[config.mk]
export PLATFORM = sky130hd
export DESIGN_NAME = rvCore
export DESIGN_NICKNAME = d
export VERILOG_FILES = /design/src/common/rvPkg.sv /design/src/decode/decodeStage.sv /design/src/decode/regFile.sv /design/src/design/fetchStage.sv /design/src/design/hazardUnit.sv /design/src/design/memWbStage.sv /design/src/design/retireCounter.sv /design/src/design/rvCore.sv /design/src/execute/executeStage.sv
export VERILOG_INCLUDE_DIRS = /design/src /design/src/common
export SDC_FILE = /design/constraint.sdc
export NUM_CORES = 2
export LEC_CHECK = 0
export BUFFER_PORTS_ARGS = -buffer_cell sky130_fd_sc_hd__buf_2
export CORE_ASPECT_RATIO = 0.6
export CORE_MARGIN = 2
export CORE_UTILIZATION = 59
export DETAILED_ROUTE_END_ITERATION = 10
export PLACE_DENSITY = 0.76
export SLEW_MARGIN = 20
export SYNTH_ARGS = -nofsm -noshare
export SYNTH_HDL_FRONTEND = slang
export SYNTH_SLANG_ARGS = --single-unit
[constraint.sdc]
create_clock -name iCLK -period 132.8 [get_ports iCLK]
set_input_delay 39.84 -clock iCLK [delete_from_list [all_inputs] [get_ports iCLK]]
set_output_delay 39.84 -clock iCLK [all_outputs]
set_load 0.05 [all_outputs]
[src/common/rv_consts.svh]
`ifndef RV_CONSTS_SVH
`define RV_CONSTS_SVH

// Datapath widths
`define XLEN        32
`define REG_ADDR_W  5
`define CNT_W       64

`define RESET_PC    32'h0000_0000

// Major opcodes of the kept RV32I subset
`define OPC_OP      7'b0110011
`define OPC_OPIMM   7'b0010011
`define OPC_LOAD    7'b0000011
`define OPC_STORE   7'b0100011
`define OPC_BRANCH  7'b1100011
`define OPC_JAL     7'b1101111

`define NOP_WORD    32'h0000_0013  // addi x0,x0,0

`endif

[src/common/rvPkg.sv]
`default_nettype none

package rvPkg;

    // Register and funct fields of the R and I formats
    typedef struct packed {
        logic [6:0] funct7;
        logic [4:0] rs2;
        logic [4:0] rs1;
        logic [2:0] funct3;
        logic [4:0] rd;
        logic [6:0] opcode;
    } rFields;

    // Split immediate of the S and B formats
    typedef struct packed {
        logic [6:0] immHi;
        logic [4:0] rs2;
        logic [4:0] rs1;
        logic [2:0] funct3;
        logic [4:0] immLo;
        logic [6:0] opcode;
    } sFields;

    typedef union packed {
        rFields rView;
        sFields sView;
    } instrWord;

    typedef enum logic [2:0] {
        ALU_ADD, ALU_SUB, ALU_AND, ALU_OR, ALU_XOR, ALU_SLT
    } aluOp;

    // Operand source for the EX stage
    typedef enum logic [1:0] {
        FWD_REG, FWD_MEM, FWD_WB
    } fwdSel;

    typedef enum logic [1:0] {
        WB_ALU, WB_LOAD, WB_LINK
    } wbSel;

endpackage

`default_nettype wire

[src/decode/decodeStage.sv]
`default_nettype none
`include "rv_consts.svh"

module decodeStage (
    input  wire                     iCLK,
    input  wire                     iRST,
    input  wire                     stall,
    input  wire                     flush,
    input  wire  [`XLEN-1:0]        idPc,
    input  rvPkg::instrWord         idInstr,
    input  wire  [`REG_ADDR_W-1:0]  wbRd,
    input  wire  [`XLEN-1:0]        wbData,
    input  wire                     wbWrite,
    output logic [`XLEN-1:0]        exPc,
    output logic [`XLEN-1:0]        exRs1Val,
    output logic [`XLEN-1:0]        exRs2Val,
    output logic [`XLEN-1:0]        exImm,
    output rvPkg::aluOp             exAluOp,
    output logic                    exUseImm,
    output logic [`REG_ADDR_W-1:0]  exRs1,
    output logic [`REG_ADDR_W-1:0]  exRs2,
    output logic [`REG_ADDR_W-1:0]  exRd,
    output logic                    exMemRead,
    output logic                    exMemWrite,
    output logic                    exRegWrite,
    output logic                    exBranch,
    output logic                    exBranchNe,
    output logic                    exJump,
    output rvPkg::wbSel             exWbSel,
    output logic                    exValid
);
    import rvPkg::*;

    logic [`XLEN-1:0] rs1Val, rs2Val;
    logic [`XLEN-1:0] immI, immS, immB, immJ, imm;
    aluOp aluSel;
    wbSel wbChoice;
    logic useImm, memRead, memWrite, regWrite, branch, jump, valid;
    logic bubble;

    // Integer ops share one funct3 map and only OP has SUB
    function automatic aluOp funct3Op(input logic [2:0] f3, input logic sub);
        case (f3)
            3'b000:  return sub ? ALU_SUB : ALU_ADD;
            3'b010:  return ALU_SLT;
            3'b100:  return ALU_XOR;
            3'b110:  return ALU_OR;
            3'b111:  return ALU_AND;
            default: return ALU_ADD;
        endcase
    endfunction

    regFile regFile_i (
        .iCLK(iCLK), .iRST(iRST),
        .rs1(idInstr.rView.rs1), .rs2(idInstr.rView.rs2), .rd(wbRd),
        .writeData(wbData), .writeEnable(wbWrite),
        .rs1Val(rs1Val), .rs2Val(rs2Val)
    );

    // *********************************************************************
    // Immediates
    assign immI = {{20{idInstr.rView.funct7[6]}}, idInstr.rView.funct7, idInstr.rView.rs2};
    assign immS = {{20{idInstr.sView.immHi[6]}}, idInstr.sView.immHi, idInstr.sView.immLo};
    assign immB = {{19{idInstr.sView.immHi[6]}}, idInstr.sView.immHi[6],
                   idInstr.sView.immLo[0], idInstr.sView.immHi[5:0],
                   idInstr.sView.immLo[4:1], 1'b0};
    assign immJ = {{12{idInstr.rView.funct7[6]}}, idInstr.rView.rs1, idInstr.rView.funct3,
                   idInstr.rView.rs2[0], idInstr.rView.funct7[5:0],
                   idInstr.rView.rs2[4:1], 1'b0};

    // *********************************************************************
    // Control decode
    always_comb begin
        aluSel   = ALU_ADD;
        wbChoice = WB_ALU;
        imm      = immI;
        useImm   = 1'b0;
        memRead  = 1'b0;
        memWrite = 1'b0;
        regWrite = 1'b0;
        branch   = 1'b0;
        jump     = 1'b0;
        valid    = 1'b1;
        case (idInstr.rView.opcode)
            `OPC_OP: begin
                regWrite = 1'b1;
                aluSel   = funct3Op(idInstr.rView.funct3, idInstr.rView.funct7[5]);
            end
            `OPC_OPIMM: begin
                regWrite = 1'b1;
                useImm   = 1'b1;
                aluSel   = funct3Op(idInstr.rView.funct3, 1'b0);
            end
            `OPC_LOAD: begin
                memRead  = 1'b1;
                regWrite = 1'b1;
                useImm   = 1'b1;
                wbChoice = WB_LOAD;
            end
            `OPC_STORE: begin
                memWrite = 1'b1;
                useImm   = 1'b1;
                imm      = immS;
            end
            `OPC_BRANCH: begin
                branch = 1'b1;
                imm    = immB;
            end
            `OPC_JAL: begin
                jump     = 1'b1;
                regWrite = 1'b1;
                imm      = immJ;
                wbChoice = WB_LINK;
            end
            default: valid = 1'b0;      // Unknown opcode retires nothing
        endcase
        if (idInstr == `NOP_WORD)
            valid = 1'b0;               // Squashed slot is not counted
    end

    // *********************************************************************
    // ID/EX register
    assign bubble = stall || flush;     // Slot leaves ID as a bubble

    always_ff @(posedge iCLK or posedge iRST) begin
        if (iRST) begin
            exMemRead  <= 1'b0;
            exMemWrite <= 1'b0;
            exRegWrite <= 1'b0;
            exBranch   <= 1'b0;
            exJump     <= 1'b0;
            exValid    <= 1'b0;
        end else begin
            exMemRead  <= memRead && !bubble;
            exMemWrite <= memWrite && !bubble;
            exRegWrite <= regWrite && !bubble;
            exBranch   <= branch && !bubble;
            exJump     <= jump && !bubble;
            exValid    <= valid && !bubble;
        end
    end

    always_ff @(posedge iCLK) begin
        exPc       <= idPc;
        exRs1Val   <= rs1Val;
        exRs2Val   <= rs2Val;
        exImm      <= imm;
        exAluOp    <= aluSel;
        exUseImm   <= useImm;
        exWbSel    <= wbChoice;
        exBranchNe <= idInstr.rView.funct3[0];  // BNE differs from BEQ in bit 0
        exRs1      <= idInstr.rView.rs1;
        exRs2      <= idInstr.rView.rs2;
        exRd       <= idInstr.rView.rd;
    end

endmodule

`default_nettype wire

[src/decode/regFile.sv]
`default_nettype none
`include "rv_consts.svh"

module regFile (
    input  wire                     iCLK,
    input  wire                     iRST,
    input  wire  [`REG_ADDR_W-1:0]  rs1,
    input  wire  [`REG_ADDR_W-1:0]  rs2,
    input  wire  [`REG_ADDR_W-1:0]  rd,
    input  wire  [`XLEN-1:0]        writeData,
    input  wire                     writeEnable,
    output logic [`XLEN-1:0]        rs1Val,
    output logic [`XLEN-1:0]        rs2Val
);
    logic [`XLEN-1:0] regs [1:31];   // x0 is not stored

    function automatic logic [`XLEN-1:0] readPort(input logic [`REG_ADDR_W-1:0] idx);
        if (idx == '0)
            return '0;
        if (writeEnable && idx == rd)
            return writeData;           // Same-cycle WB bypass
        return regs[idx];
    endfunction

    always_comb rs1Val = readPort(rs1);
    always_comb rs2Val = readPort(rs2);

    always_ff @(posedge iCLK or posedge iRST) begin
        if (iRST) begin
            for (int i = 1; i < 32; i++)
                regs[i] <= '0;
        end else if (writeEnable && rd != '0) begin
            regs[rd] <= writeData;
        end
    end

endmodule

`default_nettype wire

[src/design/fetchStage.sv]
`default_nettype none
`include "rv_consts.svh"

module fetchStage (
    input  wire                 iCLK,
    input  wire                 iRST,
    input  wire                 stall,
    input  wire                 flush,
    input  wire                 branchTaken,
    input  wire  [`XLEN-1:0]    branchTarget,
    input  wire  [`XLEN-1:0]    instrData,
    output logic [`XLEN-1:0]    instrAddr,
    output logic [`XLEN-1:0]    idPc,
    output rvPkg::instrWord     idInstr
);
    logic [`XLEN-1:0] pc;
    logic [`XLEN-1:0] nextPc;

    assign instrAddr = pc;

    // Redirect wins over a load-use hold
    always_comb begin
        if (branchTaken)
            nextPc = branchTarget;
        else if (stall)
            nextPc = pc;
        else
            nextPc = pc + `XLEN'd4;
    end

    always_ff @(posedge iCLK or posedge iRST) begin
        if (iRST) begin
            pc      <= `RESET_PC;
            idInstr <= `NOP_WORD;
        end else begin
            pc <= nextPc;
            if (flush)
                idInstr <= `NOP_WORD;   // Wrong-path fetch squashed
            else if (!stall)
                idInstr <= instrData;
        end
    end

    always_ff @(posedge iCLK) begin
        if (!stall)
            idPc <= pc;
    end

endmodule

`default_nettype wire

[src/design/hazardUnit.sv]
`default_nettype none
`include "rv_consts.svh"

module hazardUnit (
    input  wire  [`REG_ADDR_W-1:0]  exRs1,
    input  wire  [`REG_ADDR_W-1:0]  exRs2,
    input  wire  [`REG_ADDR_W-1:0]  memRd,
    input  wire                     memRegWrite,
    input  wire  [`REG_ADDR_W-1:0]  wbRd,
    input  wire                     wbWrite,
    input  wire  [`REG_ADDR_W-1:0]  idRs1,
    input  wire  [`REG_ADDR_W-1:0]  idRs2,
    input  wire  [`REG_ADDR_W-1:0]  exRd,
    input  wire                     exMemRead,
    input  wire                     branchTaken,
    output logic                    stall,
    output logic                    flush,
    output rvPkg::fwdSel            fwdA,
    output rvPkg::fwdSel            fwdB
);
    import rvPkg::*;

    logic loadUse;

    // Youngest producer wins
    function automatic fwdSel sourceFor(input logic [`REG_ADDR_W-1:0] rs);
        if (memRegWrite && memRd != '0 && memRd == rs)
            return FWD_MEM;
        if (wbWrite && wbRd != '0 && wbRd == rs)
            return FWD_WB;
        return FWD_REG;
    endfunction

    always_comb fwdA = sourceFor(exRs1);
    always_comb fwdB = sourceFor(exRs2);

    // Load result arrives one cycle too late for the next instruction
    assign loadUse = exMemRead && exRd != '0 && (exRd == idRs1 || exRd == idRs2);

    assign flush = branchTaken;
    assign stall = loadUse && !branchTaken;     // Flush has priority

endmodule

`default_nettype wire

[src/design/memWbStage.sv]
`default_nettype none
`include "rv_consts.svh"

module memWbStage (
    input  wire                     iCLK,
    input  wire                     iRST,
    input  wire  [`XLEN-1:0]        memAluResult,
    input  wire  [`REG_ADDR_W-1:0]  memRd,
    input  wire                     memRegWrite,
    input  rvPkg::wbSel             memWbSel,
    input  wire  [`XLEN-1:0]        memLink,
    input  wire                     memValid,
    input  wire  [`XLEN-1:0]        dataReadData,
    output logic [`REG_ADDR_W-1:0]  wbRd,
    output logic [`XLEN-1:0]        wbData,
    output logic                    wbWrite,
    output logic                    retirePulse
);
    import rvPkg::*;

    logic [`XLEN-1:0] wbAlu, wbLoad, wbLink;
    wbSel wbChoice;

    // MEM/WB register
    always_ff @(posedge iCLK or posedge iRST) begin
        if (iRST) begin
            wbWrite     <= 1'b0;
            retirePulse <= 1'b0;
        end else begin
            wbWrite     <= memRegWrite;
            retirePulse <= memValid;    // One pulse per real instruction
        end
    end

    always_ff @(posedge iCLK) begin
        wbAlu    <= memAluResult;
        wbLoad   <= dataReadData;
        wbLink   <= memLink;
        wbRd     <= memRd;
        wbChoice <= memWbSel;
    end

    always_comb begin
        case (wbChoice)
            WB_LOAD: wbData = wbLoad;
            WB_LINK: wbData = wbLink;
            default: wbData = wbAlu;
        endcase
    end

endmodule

`default_nettype wire

[src/design/retireCounter.sv]
`default_nettype none
`include "rv_consts.svh"

module retireCounter (
    input  wire                 iCLK,
    input  wire                 iRST,
    input  wire                 retirePulse,
    output logic [`CNT_W-1:0]   retired
);
    // Count visible one cycle after the pulse
    always_ff @(posedge iCLK or posedge iRST) begin
        if (iRST)
            retired <= '0;
        else if (retirePulse)
            retired <= retired + `CNT_W'd1;
    end

endmodule

`default_nettype wire

[src/design/rvCore.sv]
`default_nettype none
`include "rv_consts.svh"

module rvCore (
    input  wire                 iCLK,
    input  wire                 iRST,
    output logic [`XLEN-1:0]    instrAddr,
    input  wire  [`XLEN-1:0]    instrData,
    output logic [`XLEN-1:0]    dataAddr,
    output logic [`XLEN-1:0]    dataWriteData,
    input  wire  [`XLEN-1:0]    dataReadData,
    output logic                dataWriteEnable,
    output logic                dataReadEnable,
    output logic [`CNT_W-1:0]   retired
);
    import rvPkg::*;

    // IF/ID
    logic [`XLEN-1:0] idPc;
    instrWord idInstr;

    // Hazard control
    logic stall, flush;
    fwdSel fwdA, fwdB;
    logic branchTaken;
    logic [`XLEN-1:0] branchTarget;

    // ID/EX
    logic [`XLEN-1:0] exPc, exRs1Val, exRs2Val, exImm;
    aluOp exAluOp;
    wbSel exWbSel;
    logic [`REG_ADDR_W-1:0] exRs1, exRs2, exRd;
    logic exUseImm, exMemRead, exMemWrite, exRegWrite;
    logic exBranch, exBranchNe, exJump, exValid;

    // EX/MEM
    logic [`REG_ADDR_W-1:0] memRd;
    logic [`XLEN-1:0] memLink;
    wbSel memWbSel;
    logic memRegWrite, memValid;

    // Writeback
    logic [`REG_ADDR_W-1:0] wbRd;
    logic [`XLEN-1:0] wbData;
    logic wbWrite, retirePulse;

    fetchStage fetch_i (
        .iCLK(iCLK), .iRST(iRST),
        .stall(stall), .flush(flush),
        .branchTaken(branchTaken), .branchTarget(branchTarget),
        .instrData(instrData), .instrAddr(instrAddr),
        .idPc(idPc), .idInstr(idInstr)
    );

    decodeStage decode_i (
        .iCLK(iCLK), .iRST(iRST),
        .stall(stall), .flush(flush),
        .idPc(idPc), .idInstr(idInstr),
        .wbRd(wbRd), .wbData(wbData), .wbWrite(wbWrite),
        .exPc(exPc), .exRs1Val(exRs1Val), .exRs2Val(exRs2Val), .exImm(exImm),
        .exAluOp(exAluOp), .exUseImm(exUseImm),
        .exRs1(exRs1), .exRs2(exRs2), .exRd(exRd),
        .exMemRead(exMemRead), .exMemWrite(exMemWrite), .exRegWrite(exRegWrite),
        .exBranch(exBranch), .exBranchNe(exBranchNe), .exJump(exJump),
        .exWbSel(exWbSel), .exValid(exValid)
    );

    executeStage execute_i (
        .iCLK(iCLK), .iRST(iRST),
        .exPc(exPc), .exRs1Val(exRs1Val), .exRs2Val(exRs2Val), .exImm(exImm),
        .exAluOp(exAluOp), .exUseImm(exUseImm), .exRd(exRd),
        .exMemRead(exMemRead), .exMemWrite(exMemWrite), .exRegWrite(exRegWrite),
        .exBranch(exBranch), .exBranchNe(exBranchNe), .exJump(exJump),
        .exWbSel(exWbSel), .exValid(exValid),
        .fwdA(fwdA), .fwdB(fwdB),
        .memAluResult(dataAddr), .wbData(wbData),
        .branchTaken(branchTaken), .branchTarget(branchTarget),
        .memAddr(dataAddr), .memStoreData(dataWriteData), .memRd(memRd),
        .memRegWrite(memRegWrite), .memRead(dataReadEnable), .memWrite(dataWriteEnable),
        .memWbSel(memWbSel), .memLink(memLink), .memValid(memValid)
    );

    memWbStage memWb_i (
        .iCLK(iCLK), .iRST(iRST),
        .memAluResult(dataAddr), .memRd(memRd), .memRegWrite(memRegWrite),
        .memWbSel(memWbSel), .memLink(memLink), .memValid(memValid),
        .dataReadData(dataReadData),
        .wbRd(wbRd), .wbData(wbData), .wbWrite(wbWrite), .retirePulse(retirePulse)
    );

    hazardUnit hazard_i (
        .exRs1(exRs1), .exRs2(exRs2),
        .memRd(memRd), .memRegWrite(memRegWrite),
        .wbRd(wbRd), .wbWrite(wbWrite),
        .idRs1(idInstr.rView.rs1), .idRs2(idInstr.rView.rs2),
        .exRd(exRd), .exMemRead(exMemRead), .branchTaken(branchTaken),
        .stall(stall), .flush(flush), .fwdA(fwdA), .fwdB(fwdB)
    );

    retireCounter retire_i (
        .iCLK(iCLK), .iRST(iRST),
        .retirePulse(retirePulse), .retired(retired)
    );

endmodule

`default_nettype wire

[src/execute/executeStage.sv]
`default_nettype none
`include "rv_consts.svh"

module executeStage (
    input  wire                     iCLK,
    input  wire                     iRST,
    input  wire  [`XLEN-1:0]        exPc,
    input  wire  [`XLEN-1:0]        exRs1Val,
    input  wire  [`XLEN-1:0]        exRs2Val,
    input  wire  [`XLEN-1:0]        exImm,
    input  rvPkg::aluOp             exAluOp,
    input  wire                     exUseImm,
    input  wire  [`REG_ADDR_W-1:0]  exRd,
    input  wire                     exMemRead,
    input  wire                     exMemWrite,
    input  wire                     exRegWrite,
    input  wire                     exBranch,
    input  wire                     exBranchNe,
    input  wire                     exJump,
    input  rvPkg::wbSel             exWbSel,
    input  wire                     exValid,
    input  rvPkg::fwdSel            fwdA,
    input  rvPkg::fwdSel            fwdB,
    input  wire  [`XLEN-1:0]        memAluResult,
    input  wire  [`XLEN-1:0]        wbData,
    output logic                    branchTaken,
    output logic [`XLEN-1:0]        branchTarget,
    output logic [`XLEN-1:0]        memAddr,
    output logic [`XLEN-1:0]        memStoreData,
    output logic [`REG_ADDR_W-1:0]  memRd,
    output logic                    memRegWrite,
    output logic                    memRead,
    output logic                    memWrite,
    output rvPkg::wbSel             memWbSel,
    output logic [`XLEN-1:0]        memLink,
    output logic                    memValid
);
    import rvPkg::*;

    logic [`XLEN-1:0] opA, fwdBVal, opB, aluResult;
    logic equal;

    function automatic logic [`XLEN-1:0] pickOperand(input fwdSel sel,
                                                     input logic [`XLEN-1:0] regVal);
        case (sel)
            FWD_MEM: return memAluResult;
            FWD_WB:  return wbData;
            default: return regVal;
        endcase
    endfunction

    always_comb opA     = pickOperand(fwdA, exRs1Val);
    always_comb fwdBVal = pickOperand(fwdB, exRs2Val);  // Also the store data
    assign opB = exUseImm ? exImm : fwdBVal;

    // *********************************************************************
    // ALU
    always_comb begin
        case (exAluOp)
            ALU_SUB: aluResult = opA - opB;
            ALU_AND: aluResult = opA & opB;
            ALU_OR:  aluResult = opA | opB;
            ALU_XOR: aluResult = opA ^ opB;
            ALU_SLT: aluResult = {{(`XLEN-1){1'b0}}, $signed(opA) < $signed(opB)};
            default: aluResult = opA + opB;
        endcase
    end

    // Branch resolve where bubbles carry no branch or jump bit
    assign equal        = (opA == fwdBVal);
    assign branchTaken  = exJump | (exBranch & (equal ^ exBranchNe));
    assign branchTarget = exPc + exImm;

    // *********************************************************************
    // EX/MEM register
    always_ff @(posedge iCLK or posedge iRST) begin
        if (iRST) begin
            memRegWrite <= 1'b0;
            memRead     <= 1'b0;
            memWrite    <= 1'b0;
            memValid    <= 1'b0;
        end else begin
            memRegWrite <= exRegWrite;
            memRead     <= exMemRead;
            memWrite    <= exMemWrite;
            memValid    <= exValid;
        end
    end

    always_ff @(posedge iCLK) begin
        memAddr      <= aluResult;
        memStoreData <= fwdBVal;
        memRd        <= exRd;
        memWbSel     <= exWbSel;
        memLink      <= exPc + `XLEN'd4;    // JAL return address
    end

endmodule

`default_nettype wire

======== Word level (Yosys, flattened, before mapping) ========
Cells that the tools add are included.
storage, ports and cells
  logic and storage cells ................. 211
  output and inout port bits .............. 162
  register bits ........................... 1,509
  bits of input ports ..................... 66
operators by class
  eq/ne operators ......................... 32
  magnitude comparators ................... 5
  add/sub/neg operators ................... 6
  muxes and demuxes ....................... 60
  reduce and logical (&&, ||, !) cells .... 31
  bitwise logic cells ..................... 9
operators by type and width
  kind                                                                    count
  992-bit bitwise mux                                                     1
  32-bit two-way mux                                                      18
  32-bit binary-select mux with 5-bit select                              2
  32-bit one-hot mux with 2 select lines                                  3
  32-bit demux with 5-bit select                                          1
  32-bit one-hot mux with 5 select lines                                  1
  32-bit by 3-bit adder with 32-bit output, second input constant         2
  32-bit adder                                                            2
  64-bit by 1-bit adder with 64-bit output, second input constant         1
  20-bit one-hot mux with 3 select lines                                  1
  5-bit equality test                                                     8
  32-bit bitwise AND                                                      1
  32-bit equality test                                                    1
  32-bit by 5-bit equality test with 1-bit output, second input constant  1
  32-bit less-than comparator                                             1
  32-bit OR                                                               1
  32-bit subtractor                                                       1
  32-bit XOR                                                              1
  1-bit two-way mux                                                       21
  6-bit greater-or-equal comparator, second input constant                3
  1-bit logical AND                                                       18
  5-bit NOT with 6-bit output                                             3
  2-bit two-way mux                                                       8
  3-bit equality test, second input constant                              5
  other kinds (25)                                                        38

======== Depth between registers and ports, before layout ========
  word-level depth ........................ 18
  depth in mapped cells ................... 26

======== Modules after synthesis ========
Synthesis repeated with hierarchy kept, for this count alone.
unflattened totals
  cells, all modules ...................... 6,403
  area total of the unflattened synthesis .. 79,264.8 µm²
modules (own cells, without submodules)
  module         area each (µm²)  cells each  instances
  regFile        53,786.6         3,707       1
  executeStage   11,703.7         1,604       1
  fetchStage     4,166.5          348         1
  decodeStage    3,458.3          219         1
  retireCounter  2,984.1          255         1
  memWbStage     2,760.1          219         1
  hazardUnit     405.4            51          1

======== Worst setup path after synthesis ========
No wires, ideal clock.
  path kind ............................... register to output
  start ................................... register fetch_i.pc[13], in the netlist fetch_i.instrAddr[13]
  end ..................................... output port instrAddr[13]
  buffers on the path ..................... 0
  path slack .............................. 92.278 ns
  arrival ................................. 0.682 ns
  stages on the path, launching flop included .. 1
  cell sequence ........................... dfrtp_1
RTL lines
  what                    line              RTL
  from (decl)             fetchStage.sv:16  logic [`XLEN-1:0] pc;
  from (signal assigned)  fetchStage.sv:33  pc <= `RESET_PC;
  from (signal assigned)  fetchStage.sv:36  pc <= nextPc;
  to (decl)               rvCore.sv:7       output logic [`XLEN-1:0] instrAddr,
No word-level cell between the ends.

==> impl_summary.txt <==
----------------------------------------------------
[Critical path]
  Start of the worst register-to-register path ... execute_i.memRd[1]$_DFF_P_
  CP most frequent cell ... sky130_fd_sc_hd__buf_4
  Register-to-register setup slack ... 124440 ps
  Terminus of the critical flop-to-flop path ... execute_i.memAddr[0]$_DFF_P_
  Type of the worst setup path ... input port to asynchronous set/reset pin
  Standard cell with the maximum stage delay on the critical path ... sky130_fd_sc_hd__buf_4
  Arrival time at the worst endpoint ... 43980 ps
  Kind of end point of the critical path ... asynchronous set/reset pin
  Number of cells on the worst reg-to-reg path ... 21
  Crit path launch ... iRST
  Type of origin of the critical path ... input port
  Crit path required time ... 133550 ps
  Largest driver fanout on the critical path ... 164
  Cell-by-cell listing of the critical path ... buf_2 > inv_8 > buf_12 > buf_4 > buf_4 > buf_4
  Worst stage delay on the critical path ... 850 ps

[Place]
  Placed inst area ... 80200 sq um
  Detailed-placement wirelength estimate ... 169000 um
  Post-place setup slack ... 88660 ps
  Global placement routability congestion ... 1.06
  Port Buffers ... 227

[Synthesis]
  Post-synthesis compound-gate area fraction ... 14.6%
  Main combinational cell family by area after synthesis ... multiplexers
  Synth Warn # ... 0
  Share of synthesized flip-flops with an asynchronous set or reset ... 75.0%
  Xor and xnor area share after synthesis ... 2.53%
  Summed instance area of the synthesized netlist ... 78200 sq um
  Top_reg_cell synth ... sky130_fd_sc_hd__dfrtp_1
  Yosys cell types ... 82
  Synth top cells by count ... 1243 x sky130_fd_sc_hd__nand2_1, 1129 x sky130_fd_sc_hd__dfrtp_1, 1124 x sky130_fd_sc_hd__o21ai_0
  Biggest area consumer among synthesized cells ... sky130_fd_sc_hd__dfrtp_1
  Multiplexer share of the synthesized area ... 20.0%
  Sequential cell area fraction in the yosys report ... 46.3%
  Leading cell types by total area after synthesis ... sky130_fd_sc_hd__dfrtp_1 36%, sky130_fd_sc_hd__mux4_2 17%, sky130_fd_sc_hd__dfxtp_1 8.8%, sky130_fd_sc_hd__o21ai_0 7.2%, sky130_fd_sc_hd__nand2_1 6.0%
  Number of storage elements in the synthesis netlist ... 1509
  Total nets after synthesis ... 7553
  Instance count of the mapped netlist ... 7352
  Number of synthesized flops with an enable pin ... 32
  Most frequent cell after synthesis ... sky130_fd_sc_hd__nand2_1
  Post-Synth Adder-Cell Area ... 2.19%
  Synth top area share ... 36.1%
  Synth Area per Inst ... 10.6 sq um
  Basic-gate share of the synthesized area counting and, or, nand and nor cells ... 10.6%

[Min path]
  Worst Hold Endpoint ... memWb_i.wbLink[13]$_DFF_P_
  Type of the most critical hold path ... flop to flop
  Worst Hold Path Cells ... 0
  Hold path startpoint ... execute_i.memLink[13]$_DFF_P_

[STA]
  Worst-Margin Slew ... 1270 ps
  Final worst-path cycle share ... 32.5%
  Max transition margin ... 13.1%
  Setup TNS ... 0 ps
  Hold Violations, Final ... 0
  Final critical path time including I/O delays and setup ... 43220 ps
  Final WS setup ... 89580 ps
  Unrepaired setup endpoints after global routing ... false
  Total count of max-transition violations in the final report ... 0
  Smallest hold slack ... 325 ps
  Fin Clk Skew ... 30.1 ps
  Fmax ... 23.1 MHz
  Setup-failing EPs final ... 0

[Power and ir drop]
  Reported leakage power ... 35.6 nW
  Internal power ... 0.717 mW
  Combinational group share of total power ... 7.9%
  Net load switching power ... 0.247 mW
  Pwr per Cell Area ... 11.4 nW/um^2
  Share of total power in the clock network ... 42.6%
  Proportion of total power due to net switching ... 25.6%
  Fraction of power consumed by sequential logic ... 49.6%
  Maximum ir drop on the vdd rail ... 0.0000117 V

[Clock network]
  CTS tree ... done
  CTS hold repair buffers ... 0
  Number of setup buffers added after CTS ... 0
  Sink count of the clock tree ... 1509
  Max Buffers Root-to-Sink ... 3
  Count of H-tree levels built during CTS ... 4
  Clock buffer count from CTS ... 138
  Gates resized, CTS repair ... 0
  Clk pin slew, worst setup/hold paths ... 70 ps
  Later-pin clock latency in the skew report ... 780 ps
  Library cell used as clock root buffer ... sky130_fd_sc_hd__clkbuf_16

[Detailed routing]
  Number of nets still failing antenna checks after routing ... 0
  Routed wire length ... 265000 um
  DRC viols ... 0
  Average wire per standard cell ... 29.2 um
  Router iterations before antenna repair ... 7
  Total number of vias ... 62823
  Number of DRC markers after the initial detailed-route iteration ... 9071
  Via density ... 6.94

[Finish]
  Post-route cell area ... 84800 sq um
  End-of-flow core utilization ... 64.5%
  Antenna diodes ... 0
  Layout net count ... 7406
  Growth of design area from synthesis to finish ... 8.53%
  Number of filler instances in the final layout ... 9973
  Ratio of cells with drive above 1 in the final layout ... 18.5%

[Die]
  Total die area ... 136000 sq um
  Row Count ... 103
  Number of top-level pins ... 228
  Width of the chip ... 474 um
  Initial Util ... 59.5%
  Std-Cell Core Area ... 131000 sq um
  Height of the die ... 286 um

[GRT]
  Total gr overflow ... 0
  GRT Overall Usage ... 39.2%
  Initial antenna violation count ... 10
  First-pass GRT wire length ... 395000 um
  Pin count of the biggest net entering global routing ... 186
  Number of global-route vias before repair ... 60558

[Job]
  Max_cap viols ... 0

[Outcome]
  Result of the run ... finished, final reports clean

----------------------------------------------------
==> metal layers <==
layer  GRT usage (%)  routed length (um)
met1            56.8              104000
met2            54.3              110000
met3            13.4               39000
met4            15.7               11600
met5               0                  80
==> per-stage QoR <==
stage	instances	power, mW
detailed placement	8795	0.560
global route	9048	0.990
floorplan	7352	0.535
CTS	9046	0.964
finish	9048	0.965
global placement	8795	0.559
==> cells in the final DEF, fill, tap and decap left out, drive strengths merged, types with 72 or more instances in the layout <==
| master | n |
|---|---|
| nand2 | 1244 |
| o21ai | 1159 |
| dfrtp | 1129 |
| mux4 | 576 |
| buf | 346 |
| dfxtp | 345 |
| nor2 | 315 |
| a21oi | 221 |
| clkbuf | 207 |
| mux2i | 163 |
| inv | 144 |
| xnor2 | 140 |
| ha | 132 |
| mux2 | 90 |
| xor2 | 85 |
| nor3 | 82 |
| o21a | 72 |
==> flip-flops by register name (all words and copies together) (netlist names), 32 cells and up <==
signal                   count
decode_i.regFile_i.regs    992
retire_i.retired            64
decode_i.exPc               32
decode_i.exRs1Val           32
decode_i.exRs2Val           32
execute_i.memAddr           32
execute_i.memLink           32
execute_i.memStoreData      32
fetch_i.idInstr             32
fetch_i.idPc                32
fetch_i.instrAddr           32
memWb_i.wbAlu               32
memWb_i.wbLink              32
memWb_i.wbLoad              32
==> how the worst max path moves through the flow <==
stage / to / slack (ps) / depth (start not counted)
2_1_floorplan: decode_i.exBranch$_DFF_PP0_ / 61090 / 1
3_3_place_gp: fetch_i.idInstr[21]$_DFFE_PP0P_ / 88700 / 6
3_5_place_dp: fetch_i.idInstr[21]$_DFFE_PP0P_ / 88660 / 6
4_1_cts: fetch_i.idInstr[21]$_DFFE_PP0P_ / 89500 / 6
5_1_grt: fetch_i.idInstr[20]$_DFFE_PP0P_ / 88930 / 6
6_report: fetch_i.idInstr[21]$_DFFE_PP0P_ / 89580 / 6
==> power groups by stage <==
stage	sequential, mW	combinational [mW]	clock (mW)
global route	0.478	0.0808	0.431
floorplan	0.485	0.0502	0
detailed placement	0.486	0.0739	0
finish	0.478	0.0759	0.411
CTS	0.477	0.0742	0.412
global placement	0.486	0.0728	0
==> kinds of logic after synthesis <==
family | Yosys count
AOI/OAI and AO/OA | 1935
muxes | 829
buffers and inverters | 771
DFF | 1509
and+or+nand+nor | 1948
xor gates and xnor gates | 225
adders and majority gates | 135
==> critical path, delay by kind of cell <==
kind | cells | cell delay [ps]
buffers and inverters | 6 | 3710
==> final cells by class <==
type                            instances  area, sq um  area share [%]
Sequential cell                      1509        36200            42.7
Inverter                              138          526           0.619
Clock inverter                         44          387           0.456
Timing Repair Buffer                  346         2140            2.52
Clock buffer                          207         4160            4.91
Multi-Input combinational cell       5072        39200            46.2
Tap cell                             1732         2170            2.55
(Power assumes the default switching activity.)
